**config.mk**
```make
export PLATFORM = sky130hd
export DESIGN_NAME = wr_stage_top
export DESIGN_NICKNAME = d
export VERILOG_FILES = /design/src/source/gpr_pkg.sv /design/src/source/seg_pkg.sv /design/src/source/gpr_file.sv /design/src/source/seg_write_decode.sv /design/src/source/seg_slot.sv /design/src/source/seg_status.sv /design/src/source/wr_stage_top.sv
export VERILOG_INCLUDE_DIRS = /design/src /design/src/source
export SDC_FILE = /design/constraint.sdc
export NUM_CORES = 2
export LEC_CHECK = 0
export BUFFER_PORTS_ARGS = -buffer_cell sky130_fd_sc_hd__buf_2
export CORE_AREA = 2 2 462 464
export CTS_CLUSTER_SIZE = 20
export DETAILED_ROUTE_END_ITERATION = 8
export DIE_AREA = 0 0 464 466
export GPL_TIMING_DRIVEN = 0
export PLACE_DENSITY_LB_ADDON = 0.15
export SETUP_SLACK_MARGIN = 0.4
export SYNTH_ARGS = -nofsm -noshare
export SYNTH_HDL_FRONTEND = slang
export SYNTH_SLANG_ARGS = --single-unit
```
**constraint.sdc**
```tcl
create_clock -name clk -period 2.7 [get_ports clk]
set_input_delay 0.27 -clock clk [delete_from_list [all_inputs] [get_ports clk]]
set_output_delay 0.27 -clock clk [all_outputs]
set_load 0.005 [all_outputs]
```
**src/source/wr_consts.svh**
```systemverilog
/*
 * write-back stage constants
 * reset values of the general and segment registers, descriptor field positions
 */

`ifndef WR_CONSTS_SVH
`define WR_CONSTS_SVH

// ------------------------------------------------------------
// general registers after reset
// ------------------------------------------------------------
`define STARTUP_EAX         32'h0000_0000
`define STARTUP_ECX         32'h0000_0000
`define STARTUP_EDX         32'h0000_0543
`define STARTUP_EBX         32'h0000_0000
`define STARTUP_ESP         32'h0000_0000
`define STARTUP_EBP         32'h0000_0000
`define STARTUP_ESI         32'h0000_0000
`define STARTUP_EDI         32'h0000_0000

// ------------------------------------------------------------
// segment registers after reset
// ------------------------------------------------------------
`define STARTUP_SEG_SEL     16'h0000
`define STARTUP_CS_SEL      16'hF000
`define STARTUP_SEG_RPL     2'd0
`define STARTUP_SEG_VALID   1'b1

// base, flags, P, DPL, S, type, base, base, limit
`define DEFAULT_SEG_CACHE   {8'h00, 8'h00, 1'b1, 2'd0, 1'b1, 4'b0011, 8'h00, 16'h0000, 16'hFFFF}
// code segment at base FFFF0000
`define DEFAULT_CS_CACHE    {8'hFF, 8'h00, 1'b1, 2'd0, 1'b1, 4'b1011, 8'hFF, 16'h0000, 16'hFFFF}
`define DEFAULT_LDTR_CACHE  {8'h00, 8'h00, 1'b1, 2'd0, 1'b0, 4'd2, 8'h00, 16'h0000, 16'hFFFF}
`define DEFAULT_TR_CACHE    {8'h00, 8'h00, 1'b1, 2'd0, 1'b0, 4'd11, 8'h00, 16'h0000, 16'hFFFF}

// descriptor field positions
`define DESC_BIT_P          47
`define DESC_BIT_SEG        44
`define DESC_DPL_LO         45
`define DESC_TYPE_LO        40
`define DESC_ACCESSED_BIT   40
`define DESC_BUSY_BIT       41

`endif

```
**src/source/gpr_pkg.sv**
```systemverilog
/*
 * general register write-back types
 * register numbers, destination select, operand width and request records
 */

package gpr_pkg;

    // x86 encoding order of the general registers
    typedef enum logic [2:0] {
        gpr_eax = 3'd0,
        gpr_ecx,
        gpr_edx,
        gpr_ebx,
        gpr_esp,
        gpr_ebp,
        gpr_esi,
        gpr_edi
    } gpr_idx_t;

    typedef enum logic [1:0] {
        dst_none,
        dst_rm,
        dst_reg,
        dst_implicit
    } wr_dst_t;

    typedef enum logic [1:0] {
        width_byte,
        width_word,
        width_dword
    } op_width_t;

    typedef struct packed {
        logic        write_eax;
        logic        write_regrm;
        wr_dst_t     dst;
        gpr_idx_t    rm;
        gpr_idx_t    reg_idx;
        gpr_idx_t    implicit_idx;
        logic        is_8bit;
        logic        operand_32bit;
        logic        regrm_word;
        logic        regrm_dword;
        logic [31:0] result;
    } gpr_write_t;

    typedef struct packed {
        logic        valid;
        logic [31:0] value;
    } esp_restore_t;

    typedef logic [7:0][31:0] gpr_array_t;

endpackage

```
**src/source/seg_pkg.sv**
```systemverilog
/*
 * segment register types
 * segment numbers, descriptors, write requests, segment state and mode writes
 */

package seg_pkg;

    typedef enum logic [2:0] {
        seg_es = 3'd0,
        seg_cs,
        seg_ss,
        seg_ds,
        seg_fs,
        seg_gs,
        seg_ldtr,
        seg_tr
    } seg_idx_t;

    typedef logic [63:0] desc_t;

    // ------------------------------------------------------------
    // requests
    // ------------------------------------------------------------
    typedef struct packed {
        seg_idx_t    idx;
        logic        write_sel;
        logic        write_rpl;
        logic        write_cache;
        logic        write_valid;
        logic [15:0] sel;
        logic [1:0]  rpl;
        logic        cache_valid;
        desc_t       descriptor;
        desc_t       mask;
        logic        touch;
        logic        busy_tss;
    } seg_write_t;

    // one slot's view, descriptor already merged
    typedef struct packed {
        logic        write_sel;
        logic        write_rpl;
        logic        write_cache;
        logic        write_valid;
        logic [15:0] sel;
        logic [1:0]  rpl;
        logic        cache_valid;
        desc_t       descriptor;
        desc_t       mask;
    } slot_write_t;

    // ------------------------------------------------------------
    // state
    // ------------------------------------------------------------
    typedef struct packed {
        logic [15:0] sel;
        logic [1:0]  rpl;
        desc_t       cache;
        logic        valid;
    } seg_reg_t;

    typedef seg_reg_t [7:0] seg_array_t;

    typedef struct packed {
        logic       en;
        logic       pe;
        logic       vm;
        logic [1:0] iopl;
    } mode_write_t;

endpackage

```
**src/source/gpr_file.sv**
```systemverilog
/*
 * general register file
 * eight 32-bit registers with byte, word and dword write merge
 * and ESP restore on exception
 */

`include "wr_consts.svh"

module gpr_file import gpr_pkg::*; (
    input  logic         clk,
    input  logic         rst_n,
    input  gpr_write_t   wr,
    input  esp_restore_t esp_restore,
    output gpr_array_t   gprs
);

    gpr_idx_t   idx;
    op_width_t  width;
    logic       do_write;
    gpr_array_t gprs_next;

    // ------------------------------------------------------------
    // destination and width
    // ------------------------------------------------------------
    always_comb begin
        case (wr.dst)
            dst_rm:       idx = wr.rm;
            dst_reg:      idx = wr.reg_idx;
            dst_implicit: idx = wr.implicit_idx;
            default:      idx = gpr_eax;
        endcase
    end

    assign do_write = wr.write_eax || (wr.write_regrm && wr.dst != dst_none);

    // byte mode overrides the word/dword selection
    always_comb begin
        if (wr.is_8bit) begin
            width = width_byte;
        end else if (wr.regrm_word) begin
            width = width_word;
        end else if (wr.regrm_dword) begin
            width = width_dword;
        end else begin
            width = wr.operand_32bit ? width_dword : width_word;
        end
    end

    // ------------------------------------------------------------
    // merge
    // ------------------------------------------------------------
    always_comb begin
        gprs_next = gprs;
        if (do_write) begin
            case (width)
                width_byte: begin
                    // AH, CH, DH, BH live in bits 15:8 of registers 0-3
                    if (idx[2]) begin
                        gprs_next[idx[1:0]][15:8] = wr.result[7:0];
                    end else begin
                        gprs_next[idx[1:0]][7:0] = wr.result[7:0];
                    end
                end
                width_word: gprs_next[idx][15:0] = wr.result[15:0];
                default:    gprs_next[idx] = wr.result;
            endcase
        end else if (esp_restore.valid) begin
            gprs_next[gpr_esp] = esp_restore.value;
        end
    end

    always_ff @(posedge clk) begin
        if (!rst_n) begin
            gprs <= {`STARTUP_EDI, `STARTUP_ESI, `STARTUP_EBP, `STARTUP_ESP,
                     `STARTUP_EBX, `STARTUP_EDX, `STARTUP_ECX, `STARTUP_EAX};
        end else begin
            gprs <= gprs_next;
        end
    end

    // decoder never asks for both forced widths
    a_width_exclusive: assert property (
        @(posedge clk) disable iff (!rst_n) !(wr.regrm_word && wr.regrm_dword)
    );

endmodule

```
**src/source/seg_write_decode.sv**
```systemverilog
/*
 * segment write decoder
 * splits one segment request into per-slot strobes and merges the
 * accessed or busy bit into the descriptor
 */

`include "wr_consts.svh"

module seg_write_decode import seg_pkg::*; (
    input  logic              clk,
    input  seg_write_t        wr,
    output slot_write_t [7:0] slots
);

    desc_t      merged;

    // touch wins over busy
    always_comb begin
        merged = wr.descriptor;
        if (wr.touch) begin
            merged[`DESC_ACCESSED_BIT] = 1'b1;
        end else if (wr.busy_tss) begin
            merged[`DESC_BUSY_BIT] = 1'b1;
        end
    end

    for (genvar i = 0; i < 8; i++) begin : g_slot
        logic hit;

        assign hit = (wr.idx == seg_idx_t'(i));

        assign slots[i].write_sel   = wr.write_sel & hit;
        assign slots[i].write_rpl   = wr.write_rpl & hit;
        assign slots[i].write_cache = wr.write_cache & hit;
        assign slots[i].write_valid = wr.write_valid & hit;

        // data is shared by all slots
        assign slots[i].sel         = wr.sel;
        assign slots[i].rpl         = wr.rpl;
        assign slots[i].cache_valid = wr.cache_valid;
        assign slots[i].descriptor  = merged;
        assign slots[i].mask        = wr.mask;
    end

    // a request with strobes must name a slot
    a_known_idx: assert property (
        @(posedge clk)
        (wr.write_sel | wr.write_rpl | wr.write_cache | wr.write_valid) |-> !$isunknown(wr.idx)
    );

endmodule

```
**src/source/seg_slot.sv**
```systemverilog
/*
 * one segment register
 * selector, RPL, descriptor cache and valid bit, with mask merge,
 * LDTR present check and privilege-based invalidation
 */

`include "wr_consts.svh"

module seg_slot import seg_pkg::*; #(
    parameter seg_idx_t SLOT = seg_es
) (
    input  logic        clk,
    input  logic        rst_n,
    input  slot_write_t wr,
    input  logic        validate,
    input  logic [1:0]  cpl,
    output seg_reg_t    seg
);

    // ------------------------------------------------------------
    // per-slot reset value and rules
    // ------------------------------------------------------------
    localparam logic [15:0] RESET_SEL = (SLOT == seg_cs) ? `STARTUP_CS_SEL : `STARTUP_SEG_SEL;

    localparam desc_t RESET_CACHE =
        (SLOT == seg_cs)   ? desc_t'(`DEFAULT_CS_CACHE) :
        (SLOT == seg_ldtr) ? desc_t'(`DEFAULT_LDTR_CACHE) :
        (SLOT == seg_tr)   ? desc_t'(`DEFAULT_TR_CACHE) :
                             desc_t'(`DEFAULT_SEG_CACHE);

    // only data segment registers get dropped on a privilege change
    localparam logic CAN_INVALIDATE = (SLOT == seg_es) || (SLOT == seg_ds) ||
                                      (SLOT == seg_fs) || (SLOT == seg_gs);

    localparam logic NEEDS_PRESENT = (SLOT == seg_ldtr);

    logic [1:0] dpl;
    logic       is_code;
    logic       conforming;
    logic       invalidate;
    logic       present_ok;

    assign dpl        = seg.cache[`DESC_DPL_LO +: 2];
    assign is_code    = seg.cache[`DESC_TYPE_LO + 3];
    assign conforming = seg.cache[`DESC_TYPE_LO + 2];

    assign invalidate = CAN_INVALIDATE && validate && (dpl < cpl) &&
                        (!seg.valid || !seg.cache[`DESC_BIT_SEG] || !is_code || !conforming);

    // LDTR keeps its old cache when loaded with a not-present descriptor
    assign present_ok = !NEEDS_PRESENT || wr.descriptor[`DESC_BIT_P];

    // ------------------------------------------------------------
    // register
    // ------------------------------------------------------------
    always_ff @(posedge clk) begin
        if (!rst_n) begin
            seg.sel   <= RESET_SEL;
            seg.rpl   <= `STARTUP_SEG_RPL;
            seg.cache <= RESET_CACHE;
            seg.valid <= `STARTUP_SEG_VALID;
        end else begin
            if (invalidate) begin
                seg.sel   <= 16'h0000;
                seg.valid <= 1'b0;
            end else begin
                if (wr.write_sel) begin
                    seg.sel <= wr.sel;
                end
                if (wr.write_valid) begin
                    seg.valid <= wr.cache_valid;
                end
            end
            if (wr.write_rpl && present_ok) begin
                seg.rpl <= wr.rpl;
            end
            // mask keeps old bits, descriptor sets new ones
            if (wr.write_cache && present_ok) begin
                seg.cache <= (seg.cache & wr.mask) | wr.descriptor;
            end
        end
    end

endmodule

```
**src/source/seg_status.sv**
```systemverilog
/*
 * mode register and derived status
 * CPL, real/protected/v8086 mode and the I/O permission check flag
 */

module seg_status import seg_pkg::*; (
    input  logic        clk,
    input  logic        rst_n,
    input  seg_array_t  segs,
    input  mode_write_t mode_wr,
    output logic [1:0]  cpl,
    output logic        protected_mode,
    output logic        v8086_mode,
    output logic        real_mode,
    output logic        io_allow_check_needed
);

    logic       pe;
    logic       vm;
    logic [1:0] iopl;

    always_ff @(posedge clk) begin
        if (!rst_n) begin
            pe   <= 1'b0;
            vm   <= 1'b0;
            iopl <= 2'd0;
        end else if (mode_wr.en) begin
            pe   <= mode_wr.pe;
            vm   <= mode_wr.vm;
            iopl <= mode_wr.iopl;
        end
    end

    // current privilege is the RPL of CS
    assign cpl = segs[seg_cs].rpl;

    assign protected_mode = pe && !vm;
    assign v8086_mode     = pe && vm;
    assign real_mode      = !pe;

    assign io_allow_check_needed = pe && (vm || cpl > iopl);

    // a mode write carries defined values
    a_mode_known: assert property (
        @(posedge clk) disable iff (!rst_n) mode_wr.en |-> !$isunknown(mode_wr)
    );

endmodule

```
**src/source/wr_stage_top.sv**
```systemverilog
/*
 * register write-back stage
 * general register file, segment decoder, eight segment slots and mode status
 */

module wr_stage_top import gpr_pkg::*, seg_pkg::*; (
    input  logic         clk,
    input  logic         rst_n,
    input  gpr_write_t   gpr_wr,
    input  esp_restore_t esp_restore,
    input  seg_write_t   seg_wr,
    input  logic         validate_seg_regs,
    input  mode_write_t  mode_wr,
    output gpr_array_t   gprs,
    output seg_array_t   segs,
    output logic [1:0]   cpl,
    output logic         protected_mode,
    output logic         v8086_mode,
    output logic         real_mode,
    output logic         io_allow_check_needed
);

    slot_write_t [7:0] slot_wr;

    gpr_file i_gpr_file (
        .clk         (clk),
        .rst_n       (rst_n),
        .wr          (gpr_wr),
        .esp_restore (esp_restore),
        .gprs        (gprs)
    );

    // ------------------------------------------------------------
    // segment registers
    // ------------------------------------------------------------
    seg_write_decode i_seg_write_decode (
        .clk   (clk),
        .wr    (seg_wr),
        .slots (slot_wr)
    );

    for (genvar i = 0; i < 8; i++) begin : g_seg
        seg_slot #(
            .SLOT (seg_idx_t'(i))
        ) i_seg_slot (
            .clk      (clk),
            .rst_n    (rst_n),
            .wr       (slot_wr[i]),
            .validate (validate_seg_regs),
            .cpl      (cpl),
            .seg      (segs[i])
        );
    end

    // cpl loops back into the slots for invalidation
    seg_status i_seg_status (
        .clk                   (clk),
        .rst_n                 (rst_n),
        .segs                  (segs),
        .mode_wr               (mode_wr),
        .cpl                   (cpl),
        .protected_mode        (protected_mode),
        .v8086_mode            (v8086_mode),
        .real_mode             (real_mode),
        .io_allow_check_needed (io_allow_check_needed)
    );

endmodule

```
==> impl_results.md <==
* Status: finished, final reports clean
* Post-synthesis async set-or-reset flop share at 0%
* Unique masters post-synth at ~70
* Minimum clock period at ~2.3 ns
* Power Internal at between 20,000 and 25,000 uW
* Number of synthesized register bits at between 900 and 1,000
* Via/cell ratio at 4.34
* Core Region at roughly 0.21 sq mm
* Layout Nets at approximately 5,800
* Die area at 0.216 sq mm
* Total grt overflow at 0
* Sum Neg Setup Slack at 0 ns
* Most frequent cells in the layout: 1,091 x buf_2, 977 x nand2_1, 922 x dfxtp_1
* Reg2Reg Setup Slack at around 0.50 ns
* Initial Util at 17.1%
* Root Driver: clkbuf_16
* Gr usage total at a little over a fifth
* Max rail drop VDD at between 0.4 and 0.5 mV
* Clk_lat worst skew at roughly 0.8 ns
* NetSw at between 9000 and 10,000 uW
* Longest Clk Path Bufs at 3
* WL final at ~240,000 microns
* Type of the tightest min-delay check: input pin to flip-flop
* CP Max Fanout at 2
* Clk_skew at about 0.032 ns
* Fmax at around 430 MHz
* Top-Level Pins at about 1,200
* Max Slew Vio Count at 0
* Final hold vios at 0
* Worst Path Required at ~2.4 ns
* Crit. End Element: primary output
* Startpoint Class: flip-flop
* DR iter-0 viols at roughly 2,400
* Synthesized Nets at approximately 4,400
* PnR worst setup slack at between 0.3 and 0.4 ns
* DRC at 0
* Synthesized area per cell at a little under 9 sq um
* Die X-Extent at roughly 460 microns
* H-tree depth at 3
* Vias at 36,900
* Post-synth top flop: dfxtp_1
* Filler-free cell count of the finished design at around 8,500
* Mapped Area at between 0.03 and 0.04 sq mm
* Clock tree from TritonCTS: done
* Post-route clock period utilization at 85.4%
* Combinational power share at about a tenth
* I/O Buffers at approximately 1,100
* Die Span Y at between 400 and 500 microns
* Post-synth EDFFs at 0
* Avg WL per Cell at 28.6 microns
* CTS sink count at between 900 and 1,000
* Vias in the first global route at around 36,000
* Post-detail-place hpwl at roughly 190,000 microns
* Seq/Total Area, Yosys at 51.2%
* Sw frac at between 20 and 30%
* Post-Place Cells at 8,045
* Share of cells above drive strength 1 at around a quarter
* Crit path DAT at about 2.0 ns
* Final setup vio count at 0
* Largest net degree at the start of global routing at 17
* Reg clk slew, reported paths at around 0.06 ns
* Commonest non-fill, non-tap cell in the layout: buf_2
* Power Density at roughly 650 mW/mm^2
* Initial antenna violation count at 33
* Critical path class: flip-flop to primary output
* Max-cap viol count at 0
* CTS buffer count at between 100 and 150
* DR pass1 iterations at 7
* Relative slew slack at 17.5%
* Flop pwr share at between 40 and 50%
* Leakage at ~0.021 uW
* Hold Slack at a little over 0.09 ns
* Unrepaired setup endpoints after global routing: true
* Pre-CTS WS at -1.47 ns
* Routability-driven placement congestion ratio at between 0.8 and 0.9
* Clk pwr share at between 40% and 50%
* Std-Cell Rows at between 150 and 200
* Area Overhead vs Synth at 42.5%
* YS warnings at 0
* First-pass GRT wire length at 324,000 microns
* Slew at the pin with the worst max-slew slack at roughly 1.2 ns
* Post-DRT Antenna Nets at 0
* Post-Syn Instances at 4,155
## power groups by stage
stage	clock [uW]	combinational, uW	sequential (uW)
4_1_cts	16400	3450	14100
3_5_place_dp	0	3150	14400
6_report	15900	3370	14100
2_1_floorplan	0	1270	14400
5_1_grt	16900	3610	14200
3_3_place_gp	0	3130	14400
## routing by layer
layer  vias to the layer above  share of wire, %  wire, microns  GRT usage (%)
met5                         -             0.028             67              0
met4                        10               3.4           8310           7.28
met3                       289               7.4          18000           6.23
met2                      1428                51         124000           39.7
met1                     18200                38          92700           23.6
li1                      17000                 -              -              -
## registers in the layout, summed over array words and instances, names as in the netlist
name / count
i_gpr_file.gprs: 256
g_seg.i_seg_slot.seg: 664
i_seg_status.iopl: 2
i_seg_status.vm: 1
i_seg_status.pe: 1
## synthesized netlist by cell type, types with 20 or more instances
| master | n | area share [%] |
|---|---|---|
| a21boi_0 | 441 | 9.2 |
| a21boi_1 | 49 | 1.0 |
| a21oi_1 | 75 | 1.0 |
| a22oi_1 | 30 | 0.62 |
| and2_1 | 43 | 0.74 |
| buf_2 | 29 | 0.40 |
| buf_4 | 85 | 1.8 |
| clkbuf_1 | 280 | 2.9 |
| dfxtp_1 | 924 | 51 |
| mux2i_1 | 120 | 3.3 |
| nand2_1 | 977 | 10 |
| nand3_1 | 196 | 2.7 |
| nor2_1 | 20 | 0.21 |
| nor2b_1 | 111 | 1.9 |
| o21ai_0 | 544 | 7.5 |
| o2bb2ai_1 | 26 | 0.63 |
## cell type report
cell class / count / area (sq um)
clock buffers: 184 / 3490
inverters: 13 / 52.6
diodes: 12 / 30.0
repair buffers: 1299 / 7780
multi-input cells: 2815 / 15800
well taps: 2821 / 3530
fillers: 23300 / 160000
flip-flops and latches: 924 / 18500
plain buffers: 403 / 2000
clock inverters: 31 / 323
## cells by family after synthesis
family	synth area share (%)
buffers and inverters	5.35
AND/OR/NAND/NOR	17.5
flip-flops	51.2
multiplexers	3.61
adder cells (fa/ha/maj)	0.208
AO/OA/AOI/OAI	22.1
XOR/XNOR	0.0242
## final timing paths
| kind | start | endpoint | cells after the start |
|---|---|---|---|
| max | g_seg[1].i_seg_slot.seg[65]$_SDFFE_PN0P_ | io_allow_check_needed | 6 |
| min reg2reg | g_seg[6].i_seg_slot.seg[81]$_SDFFE_PN0P_ | g_seg[6].i_seg_slot.seg[81]$_SDFFE_PN0P_ | 2 |
| max reg2reg | g_seg[1].i_seg_slot.seg[66]$_SDFFE_PN0P_ | g_seg[5].i_seg_slot.seg[82]$_SDFFE_PP0P_ | 9 |
| min | rst_n | g_seg[5].i_seg_slot.seg[72]$_SDFFE_PP0P_ | 4 |
## worst max-delay path: stages (launching register included)
cell and delay, ns:
dfxtp_4 0.40, clkinvlp_4 0.15, ha_4 0.26, a21oi_2 0.13, nor2_1 0.06, nor2_1 0.11
buf_2 0.16
## through the flow
stage	area [sq um]	util [%]	power, uW
6_report	51500	24.4	33400
3_5_place_dp	45200	21.4	17600
2_1_floorplan	36100	-	15700
5_1_grt	51500	24.4	34600
3_3_place_gp	45000	21.3	17500
4_1_cts	51400	24.3	34000
## what timing repair did
| item | 4_1_cts | 5_1_grt |
|---|---|---|
| hold buffers | 219 | 0 |
| endpoints found under the hold margin | 817 | 0 |
| pin swaps | 5 | 5 |
| endpoints found under the setup margin | 737 | 63 |
| resized for setup | 76 | 21 |
| cloned | 0 | 0 |
| setup buffers | 9 | 2 |
(Power assumes the default switching activity.)
